File: src/include/spi_flash_macros.svh
`ifndef SPI_FLASH_MACROS_SVH
`define SPI_FLASH_MACROS_SVH

// System clocks per SPI clock half period
`define SPI_HALF_CYCLES 5

// Queue depths in items
`define TX_FIFO_DEPTH 8
`define RX_FIFO_DEPTH 4

`define WB_DATA_W 32

`endif
File: src/logic/wb_regmap_pkg.sv
`default_nettype none

package wb_regmap_pkg;

    typedef logic [1:0] wb_reg_addr_t;  // Word address

    localparam wb_reg_addr_t REG_TXDATA = 2'd0;   // Write only
    localparam wb_reg_addr_t REG_RXDATA = 2'd1;   // Read only, pops
    localparam wb_reg_addr_t REG_STATUS = 2'd2;   // Read only

    localparam int TXD_DATA_MSB = 7;
    localparam int TXD_DATA_LSB = 0;
    localparam int TXD_LAST_BIT = 8;
    localparam int TXD_CAP_BIT  = 9;

    localparam int RXD_BYTE_MSB  = 7;
    localparam int RXD_BYTE_LSB  = 0;
    localparam int RXD_VALID_BIT = 8;

    localparam int ST_TX_FULL_BIT  = 0;
    localparam int ST_RX_EMPTY_BIT = 1;
    localparam int ST_BUSY_BIT     = 2;

endpackage

`default_nettype wire

File: src/logic/spi_xfer_pkg.sv
`default_nettype none

package spi_xfer_pkg;

    // Transmit FIFO entry laid out like TXDATA bits 9 to 0
    typedef struct packed {
        logic       capture;    // Keep the MISO byte
        logic       last;       // Release chip select after this byte
        logic [7:0] data;
    } spi_tx_item_t;

    // Byte assembled from MISO
    typedef logic [7:0] spi_rx_byte_t;

endpackage

`default_nettype wire

File: src/logic/spi_flash_ctrl.sv
`timescale 1ns/1ps
`default_nettype none
`include "spi_flash_macros.svh"

module spi_flash_ctrl (
    input  wire                              sys_clk,
    input  wire                              sys_rst_n,
    input  wire                              wb_cyc,
    input  wire                              wb_stb,
    input  wire                              wb_we,
    input  wire wb_regmap_pkg::wb_reg_addr_t wb_adr,
    input  wire [`WB_DATA_W-1:0]             wb_dat_w,
    output wire [`WB_DATA_W-1:0]             wb_dat_r,
    output wire                              wb_ack,
    output wire                              spi_cs_n,
    output wire                              spi_sck,
    output wire                              spi_mosi,
    input  wire                              spi_miso
);
    import spi_xfer_pkg::*;

    wire               tx_push;
    wire               tx_pop;
    wire               tx_full;
    wire               tx_empty;
    wire spi_tx_item_t tx_push_data;
    wire spi_tx_item_t tx_pop_data;

    wire               rx_push;
    wire               rx_pop;
    wire               rx_full;
    wire               rx_empty;
    wire spi_rx_byte_t rx_push_data;
    wire spi_rx_byte_t rx_pop_data;

    wire               engine_busy;

    wb_spi_regs regs0 (
        .sys_clk      (sys_clk),
        .sys_rst_n    (sys_rst_n),
        .wb_cyc       (wb_cyc),
        .wb_stb       (wb_stb),
        .wb_we        (wb_we),
        .wb_adr       (wb_adr),
        .wb_dat_w     (wb_dat_w),
        .wb_dat_r     (wb_dat_r),
        .wb_ack       (wb_ack),
        .tx_push      (tx_push),
        .tx_push_data (tx_push_data),
        .tx_full      (tx_full),
        .tx_empty     (tx_empty),
        .rx_pop       (rx_pop),
        .rx_pop_data  (rx_pop_data),
        .rx_empty     (rx_empty),
        .engine_busy  (engine_busy)
    );

    xfer_fifo #(
        .DEPTH  (`TX_FIFO_DEPTH),
        .item_t (spi_tx_item_t)
    ) tx_fifo0 (
        .sys_clk   (sys_clk),
        .sys_rst_n (sys_rst_n),
        .push      (tx_push),
        .push_data (tx_push_data),
        .pop       (tx_pop),
        .pop_data  (tx_pop_data),
        .full      (tx_full),
        .empty     (tx_empty)
    );

    xfer_fifo #(
        .DEPTH  (`RX_FIFO_DEPTH),
        .item_t (spi_rx_byte_t)
    ) rx_fifo0 (
        .sys_clk   (sys_clk),
        .sys_rst_n (sys_rst_n),
        .push      (rx_push),
        .push_data (rx_push_data),
        .pop       (rx_pop),
        .pop_data  (rx_pop_data),
        .full      (rx_full),
        .empty     (rx_empty)
    );

    spi_byte_engine engine0 (
        .sys_clk    (sys_clk),
        .sys_rst_n  (sys_rst_n),
        .item_empty (tx_empty),
        .item_data  (tx_pop_data),
        .item_pop   (tx_pop),
        .rx_full    (rx_full),
        .rx_push    (rx_push),
        .rx_data    (rx_push_data),
        .busy       (engine_busy),
        .spi_cs_n   (spi_cs_n),
        .spi_sck    (spi_sck),
        .spi_mosi   (spi_mosi),
        .spi_miso   (spi_miso)
    );

endmodule

`default_nettype wire

File: src/logic/spi_byte_engine.sv
`timescale 1ns/1ps
`default_nettype none
`include "spi_flash_macros.svh"

module spi_byte_engine (
    input  wire                             sys_clk,
    input  wire                             sys_rst_n,
    input  wire                             item_empty,
    input  wire spi_xfer_pkg::spi_tx_item_t item_data,
    output logic                            item_pop,
    input  wire                             rx_full,
    output logic                            rx_push,
    output spi_xfer_pkg::spi_rx_byte_t      rx_data,
    output logic                            busy,
    output logic                            spi_cs_n,
    output logic                            spi_sck,
    output logic                            spi_mosi,
    input  wire                             spi_miso
);
    import spi_xfer_pkg::*;

    localparam int HALF = `SPI_HALF_CYCLES;
    localparam int HCW  = (HALF > 1) ? $clog2(HALF) : 1;

    typedef enum logic [1:0] {
        ST_IDLE,
        ST_SHIFT,
        ST_TRAIL,   // SCK low, chip select still low
        ST_GUARD    // Chip select high before next frame
    } state_t;

    state_t         state;
    logic [HCW-1:0] half_cnt;
    logic [2:0]     bit_cnt;
    logic           last_r;
    logic           cap_r;
    logic [7:0]     tx_sr;
    spi_rx_byte_t   rx_sr;

    logic half_end;
    logic start_ok;
    logic rise_evt;
    logic fall_evt;
    logic byte_end;

    assign half_end = (half_cnt == HCW'(HALF - 1));
    // Capture items wait for room in the receive FIFO
    assign start_ok = !item_empty && !(item_data.capture && rx_full);
    assign rise_evt = (state == ST_SHIFT) && half_end && !spi_sck;
    assign fall_evt = (state == ST_SHIFT) && half_end && spi_sck;
    assign byte_end = fall_evt && (bit_cnt == 3'd7);

    // Next byte starts on the final falling edge when the frame goes on
    assign item_pop = start_ok && ((state == ST_IDLE) || (byte_end && !last_r));

    assign busy    = (state != ST_IDLE) || !spi_cs_n;
    assign rx_data = rx_sr;

    always_ff @(posedge sys_clk or negedge sys_rst_n) begin
        if (!sys_rst_n) begin
            state    <= ST_IDLE;
            half_cnt <= '0;
            bit_cnt  <= '0;
            last_r   <= 1'b0;
            cap_r    <= 1'b0;
            rx_push  <= 1'b0;
            spi_cs_n <= 1'b1;
            spi_sck  <= 1'b0;
            spi_mosi <= 1'b1;
        end else begin
            rx_push  <= rise_evt && (bit_cnt == 3'd7) && cap_r;
            half_cnt <= (state == ST_IDLE || half_end) ? '0 : half_cnt + 1'b1;

            case (state)
                ST_IDLE: begin
                    if (start_ok) begin
                        state    <= ST_SHIFT;
                        spi_cs_n <= 1'b0;   // Same cycle as bit 7
                        spi_mosi <= item_data.data[7];
                    end
                end
                ST_SHIFT: begin
                    if (rise_evt) begin
                        spi_sck <= 1'b1;
                    end else if (fall_evt) begin
                        spi_sck <= 1'b0;
                        bit_cnt <= bit_cnt + 1'b1;  // Wraps at byte end
                        if (!byte_end) begin
                            spi_mosi <= tx_sr[6];
                        end else if (last_r) begin
                            spi_mosi <= 1'b1;
                            state    <= ST_TRAIL;
                        end else if (start_ok) begin
                            spi_mosi <= item_data.data[7];
                        end else begin
                            // Frame stays open, bus stalls
                            spi_mosi <= 1'b1;
                            state    <= ST_IDLE;
                        end
                    end
                end
                ST_TRAIL: begin
                    if (half_end) begin
                        spi_cs_n <= 1'b1;
                        state    <= ST_GUARD;
                    end
                end
                ST_GUARD: begin
                    if (half_end)
                        state <= ST_IDLE;
                end
                default: state <= ST_IDLE;
            endcase

            if (item_pop) begin
                last_r <= item_data.last;
                cap_r  <= item_data.capture;
            end
        end
    end

    always_ff @(posedge sys_clk) begin
        if (item_pop)
            tx_sr <= item_data.data;
        else if (fall_evt)
            tx_sr <= {tx_sr[6:0], 1'b0};
        if (rise_evt)
            rx_sr <= {rx_sr[6:0], spi_miso};  // MSB first
    end

    sck_low_while_deselected: assert property (@(posedge sys_clk) disable iff (!sys_rst_n)
        spi_cs_n |-> !spi_sck)
        else $error("SCK high while chip select is high");

endmodule

`default_nettype wire

File: src/logic/wb_spi_regs.sv
`timescale 1ns/1ps
`default_nettype none
`include "spi_flash_macros.svh"

module wb_spi_regs (
    input  wire                              sys_clk,
    input  wire                              sys_rst_n,
    input  wire                              wb_cyc,
    input  wire                              wb_stb,
    input  wire                              wb_we,
    input  wire wb_regmap_pkg::wb_reg_addr_t wb_adr,
    input  wire [`WB_DATA_W-1:0]             wb_dat_w,
    output logic [`WB_DATA_W-1:0]            wb_dat_r,
    output logic                             wb_ack,
    output logic                             tx_push,
    output spi_xfer_pkg::spi_tx_item_t       tx_push_data,
    input  wire                              tx_full,
    input  wire                              tx_empty,
    output logic                             rx_pop,
    input  wire spi_xfer_pkg::spi_rx_byte_t  rx_pop_data,
    input  wire                              rx_empty,
    input  wire                              engine_busy
);
    import wb_regmap_pkg::*;

    logic req;
    logic tx_write;
    logic rd_ack;

    assign req      = wb_cyc && wb_stb && !wb_ack;    // Masked in the ack cycle
    assign tx_write = wb_we && (wb_adr == REG_TXDATA);
    assign rd_ack   = wb_ack && !wb_we;

    // A write to a full transmit FIFO waits here until the engine pops
    always_ff @(posedge sys_clk or negedge sys_rst_n) begin
        if (!sys_rst_n)
            wb_ack <= 1'b0;
        else
            wb_ack <= req && !(tx_write && tx_full);
    end

    // Request signals are still held during ack
    assign tx_push = wb_ack && tx_write;

    assign tx_push_data.data    = wb_dat_w[TXD_DATA_MSB:TXD_DATA_LSB];
    assign tx_push_data.last    = wb_dat_w[TXD_LAST_BIT];
    assign tx_push_data.capture = wb_dat_w[TXD_CAP_BIT];

    assign rx_pop = rd_ack && (wb_adr == REG_RXDATA) && !rx_empty;

    always_comb begin
        wb_dat_r = '0;
        if (rd_ack) begin
            case (wb_adr)
                REG_RXDATA: begin
                    wb_dat_r[RXD_VALID_BIT] = !rx_empty;
                    if (!rx_empty)
                        wb_dat_r[RXD_BYTE_MSB:RXD_BYTE_LSB] = rx_pop_data;
                end
                REG_STATUS: begin
                    wb_dat_r[ST_TX_FULL_BIT]  = tx_full;
                    wb_dat_r[ST_RX_EMPTY_BIT] = rx_empty;
                    // Queued bytes count as busy too
                    wb_dat_r[ST_BUSY_BIT]     = engine_busy || !tx_empty;
                end
                default: ;  // TXDATA and unmapped read as zero
            endcase
        end
    end

    // Push and pop above rely on the master holding its request through ack
    ack_with_request: assert property (@(posedge sys_clk) disable iff (!sys_rst_n)
        wb_ack |-> wb_cyc && wb_stb)
        else $error("wb_ack without a held request");

endmodule

`default_nettype wire

File: src/logic/xfer_fifo.sv
`timescale 1ns/1ps
`default_nettype none

module xfer_fifo #(
    parameter int  DEPTH  = 4,
    parameter type item_t = logic [7:0]
) (
    input  wire        sys_clk,
    input  wire        sys_rst_n,
    input  wire        push,
    input  wire item_t push_data,
    input  wire        pop,
    output item_t      pop_data,
    output logic       full,
    output logic       empty
);
    localparam int AW = (DEPTH > 1) ? $clog2(DEPTH) : 1;

    item_t         mem [DEPTH];
    logic [AW-1:0] wr_ptr;
    logic [AW-1:0] rd_ptr;
    logic [AW:0]   count;

    // Wrap also works for depths that are not a power of two
    function automatic logic [AW-1:0] next_ptr(input logic [AW-1:0] ptr);
        if (ptr == AW'(DEPTH - 1))
            return '0;
        return ptr + 1'b1;
    endfunction

    always_ff @(posedge sys_clk or negedge sys_rst_n) begin
        if (!sys_rst_n) begin
            wr_ptr <= '0;
            rd_ptr <= '0;
            count  <= '0;
        end else begin
            if (push)
                wr_ptr <= next_ptr(wr_ptr);
            if (pop)
                rd_ptr <= next_ptr(rd_ptr);
            case ({push, pop})
                2'b10:   count <= count + 1'b1;
                2'b01:   count <= count - 1'b1;
                default: ;  // Both or neither
            endcase
        end
    end

    always_ff @(posedge sys_clk) begin
        if (push)
            mem[wr_ptr] <= push_data;
    end

    assign pop_data = mem[rd_ptr];  // Show-ahead head entry
    assign full     = (count == (AW + 1)'(DEPTH));
    assign empty    = (count == '0);

    no_push_when_full: assert property (@(posedge sys_clk) disable iff (!sys_rst_n)
        push |-> !full)
        else $error("push into full FIFO");

    no_pop_when_empty: assert property (@(posedge sys_clk) disable iff (!sys_rst_n)
        pop |-> !empty)
        else $error("pop from empty FIFO");

endmodule

`default_nettype wire

File: config.mk
export PLATFORM = sky130hd
export DESIGN_NAME = spi_flash_ctrl
export DESIGN_NICKNAME = d
export VERILOG_FILES = /design/src/logic/wb_regmap_pkg.sv /design/src/logic/spi_xfer_pkg.sv /design/src/logic/spi_flash_ctrl.sv /design/src/logic/spi_byte_engine.sv /design/src/logic/wb_spi_regs.sv /design/src/logic/xfer_fifo.sv
export VERILOG_INCLUDE_DIRS = /design/src /design/src/include
export SDC_FILE = /design/constraint.sdc
export NUM_CORES = 1
export LEC_CHECK = 0
export ABC_AREA = 1
export BUFFER_PORTS_ARGS = -buffer_cell sky130_fd_sc_hd__buf_2
export CAP_MARGIN = 5
export CORE_ASPECT_RATIO = 1.4
export CORE_MARGIN = 2
export CORE_UTILIZATION = 25
export CTS_CLUSTER_SIZE = 28
export DETAILED_ROUTE_END_ITERATION = 8
export GPL_ROUTABILITY_DRIVEN = 0
export MAX_ROUTING_LAYER = met4
export PLACE_DENSITY_LB_ADDON = 0.25
export SETUP_SLACK_MARGIN = 0.15
export SLEW_MARGIN = 20
export SYNTH_ARGS = -nofsm -noshare
export SYNTH_HDL_FRONTEND = slang
export SYNTH_SLANG_ARGS = --single-unit
File: constraint.sdc
create_clock -name sys_clk -period 3.8 [get_ports sys_clk]
set_clock_uncertainty 0.05 [all_clocks]
set_input_delay 0.76 -clock sys_clk [delete_from_list [all_inputs] [get_ports sys_clk]]
set_output_delay 0.76 -clock sys_clk [all_outputs]
set_load 0.01 [all_outputs]
==> impl_metrics.json <==
{
  "ant_nets": 0,
  "regToRegSetupSlack_ps": 1150,
  "ys_seq_area_share_pct": 67.0,
  "synth_top_area_share_pct": 55.4,
  "vias": 4197,
  "synth_top_family_by_area": "simple AND/OR/NAND/NOR gates",
  "intPower_mw": 3.32,
  "ys_ff_latch": 159,
  "critPathCaptureType": "primary output",
  "cp_max_fo": 19,
  "wl_met2_mm": 7.45,
  "die-area_um2": 28900,
  "power.static_leakage_nw": 3.09,
  "maxCapViolCount": 0,
  "drtPass1Iterations": 6,
  "fin_nets": 698,
  "synthAdderAreaFrac_pct": 3.92,
  "area_growth_syn_to_layout_pct": 16.4,
  "cts_tree": "built",
  "synth.top_cells.by_count": "edfxtp_1 (127), nor2_1 (88), nand2_1 (76)",
  "cp_cell_sequence": "buf_4 -> inv_1 -> o21ai_0 -> o22ai_1 -> nand2_1 -> a21oi_1 -> buf_2",
  "synth-simple-area-share_pct": 12.6,
  "cts-root-buf": "clkbuf_16",
  "die_height_um": 200,
  "start_util_pct": 25.5,
  "drive_gt1_share_pct": 14.3,
  "grt_pass1_vias": 4153,
  "synth_top_cell_by_area": "edfxtp_1",
  "synthTopCellsByArea": "edfxtp_1 (55%), dfrtp_1 (11%), nor2_1 (4.8%), o21ai_0 (4.3%), nand2_1 (4.1%)",
  "cts-hold-fix-buffers": 0,
  "worst_pin_slew_ps": 904,
  "layout_min_cycle_time_ps": 2970,
  "cp-start-kind": "flip-flop",
  "r2r-start": "tx_fifo0.rd_ptr[0]",
  "synth.avg_cell_area_um2": 11.6,
  "final_hold_viol_count": 0,
  "drt-total-wl_mm": 14.6,
  "wl_met3_um": 531,
  "ir_drop_mv": 0.292,
  "rr_worst_depth": 16,
  "grt_usage_pct": 10.9,
  "synthMuxAreaShare_pct": 0,
  "cp.arrival_ps": 2160,
  "fmax_ghz": 0.337,
  "cp.required_ps": 2990,
  "placement.io_buffers": 30,
  "clk_pin_slew_worst_paths_ps": 70,
  "pwr-share-comb_pct": 21.8,
  "synth_compound_area_share_pct": 8.63,
  "status": "finished, final reports clean",
  "whs_ps": 362,
  "finalSetupViolCount": 0,
  "core_area_um2": 27000,
  "wl_met1_mm": 6.39,
  "cts_inserted_buffers": 17,
  "top_layer": "met4",
  "die_w_um": 144,
  "critical_path_class": "reg2out",
  "rsz0062_at_grt": "no",
  "synth_edf_count": 127,
  "gr-total-overflow": 0,
  "synth-xor-area-share_pct": 1.14,
  "setup_tns_ps": 0,
  "hold_class": "in2async",
  "wl_per_cell_um": 14.4,
  "io_pins": 76,
  "drtIter0Drc": 254,
  "critPathMaxStageDelay_ps": 380,
  "powerDensity_nw_per_um2": 620,
  "critPathLaunch": "rx_fifo0.rd_ptr[0]",
  "syn_area_um2": 6890,
  "slew_headroom_pct": 39.5,
  "cts_resized": 0,
  "cts_max_level": 4,
  "row_count": 71,
  "synthDistinctLibCells": 40,
  "seq_power_share_pct": 45.0,
  "grt_max_degree": 33,
  "clkPwrFrac_pct": 33.2,
  "grt_pass1_wl_mm": 23.1,
  "syn-instance-count": 592,
  "post_drt_via_cell_ratio": 4.13,
  "clkLatencyLatePin_ps": 420,
  "switching_share_pct": 33.1,
  "drc": 0,
  "post-route-period-util_pct": 78.1,
  "async_flop_share_pct": 20.1,
  "post_cts_buffers": 0,
  "synth-main-ff-cell": "edfxtp_1",
  "yosysMostFrequentCell": "edfxtp_1",
  "endpoint": "wb_dat_r[2]",
  "r2r-end": "tx_fifo0.count[2]",
  "insertedDiodeCount": 0,
  "clk_path_buf_depth": 2,
  "dp_hpwl_mm": 9.17,
  "crit_slowest_cell": "inv_1",
  "switching_power_mw": 1.65,
  "yosysWarnings": 0,
  "clock_sinks": 159,
  "maxSlewViolCount": 0,
  "antenna_found_initial": 0
}
## metal layers
layer | vias to the layer above | track usage (%)
met4 | 0 | 3.64
li1 | 2088 | -
met2 | 80 | 18.3
met3 | 17 | 2.10
met5 | - | -
met1 | 2012 | 13.1
## kinds of logic (layout without fill, tap and decap cells)
group                    after synthesis  in the layout
AO/OA/AOI/OAI                        101            101
XOR/XNOR                               9              9
adder cells (fa/ha/maj)               21             21
buffers and inverters                 97            133
flip-flops                           159            159
other                                  1             23
AND/OR/NAND/NOR                      204            204
## sequential cells by signal, indices dropped and copies added, names as in the netlist, named ones only
name	cells
engine0.bit_cnt	3
engine0.cap_r	1
engine0.half_cnt	3
engine0.last_r	1
engine0.rx_data	8
engine0.rx_push	1
engine0.spi_cs_n	1
engine0.spi_mosi	1
engine0.spi_sck	1
engine0.state	1
engine0.tx_sr	7
regs0.wb_ack	1
rx_fifo0.count	3
rx_fifo0.mem	32
rx_fifo0.rd_ptr	2
rx_fifo0.wr_ptr	2
tx_fifo0.count	4
tx_fifo0.mem	80
tx_fifo0.rd_ptr	3
tx_fifo0.wr_ptr	3
## worst min-delay path by stage
stage,end,slack (ps),startpoint
CTS,rx_fifo0.rd_ptr[0],400,sys_rst_n
detailed placement,engine0.half_cnt[0],400,engine0.half_cnt[0]
finish,rx_fifo0.rd_ptr[0],360,sys_rst_n
global route,rx_fifo0.rd_ptr[0],410,sys_rst_n
floorplan,engine0.half_cnt[0],380,engine0.half_cnt[0]
global placement,engine0.half_cnt[0],410,engine0.half_cnt[0]
## final cells by class
type	instances	area [µm²]
Timing Repair Buffer	46	270
Clock buffer	17	425
Inverter	55	206
Multi-Input combinational cell	358	1900
Tap cell	365	457
Sequential cell	159	4620
Clock inverter	15	145
Fill cell	2801	19000
## layout by cell type, fill, tap and decap left out, drive strengths merged
cell	synthesis	routed
conb	1	23
o221ai	14	14
o22ai	4	4
o2111ai	1	1
o211ai	1	1
nand2	78	78
a32o	1	1
xnor2	5	5
nand3b	2	2
o31ai	1	1
nor2	91	91
fa	1	1
or2	1	1
nor3	3	3
clkinvlp	0	3
clkinv	1	4
inv	54	63
xor2	4	4
o311ai	1	1
nand3	29	29
dfrtp	30	30
o32ai	1	1
clkbuf	16	17
a21oi	11	11
ha	20	20
a31oi	1	1
o21ai	63	63
edfxtp	127	127
dfstp	2	2
buf	26	46
a22oi	2	2
## metrics by stage
stage	utilization, %	area, µm²	cells	worst slack [ps]	power, mW
2_1_floorplan	-	6970	614	1250	3.05
3_3_place_gp	27.6	7450	983	799	3.36
3_5_place_dp	27.6	7450	983	827	3.38
4_1_cts	29.7	8020	1015	752	5.04
5_1_grt	29.7	8020	1015	662	5.29
6_report	29.7	8020	1015	831	4.97
## power groups by stage
stage               logic, mW  registers [mW]  clock network (mW)
floorplan               0.827            2.22                   0
global placement         1.09            2.28                   0
detailed placement       1.10            2.28                   0
CTS                      1.10            2.24                1.69
global route             1.26            2.27                1.77
finish                   1.08            2.24                1.65
## critical path, delay by kind of cell (launching register included)
family                 cells  cell delay (ps)
AO/OA/AOI/OAI              3              540
AND/OR/NAND/NOR            1               80
buffers and inverters      3              750
flip-flops                 1              360
No activity file was read; power rests on OpenSTA's default activity.
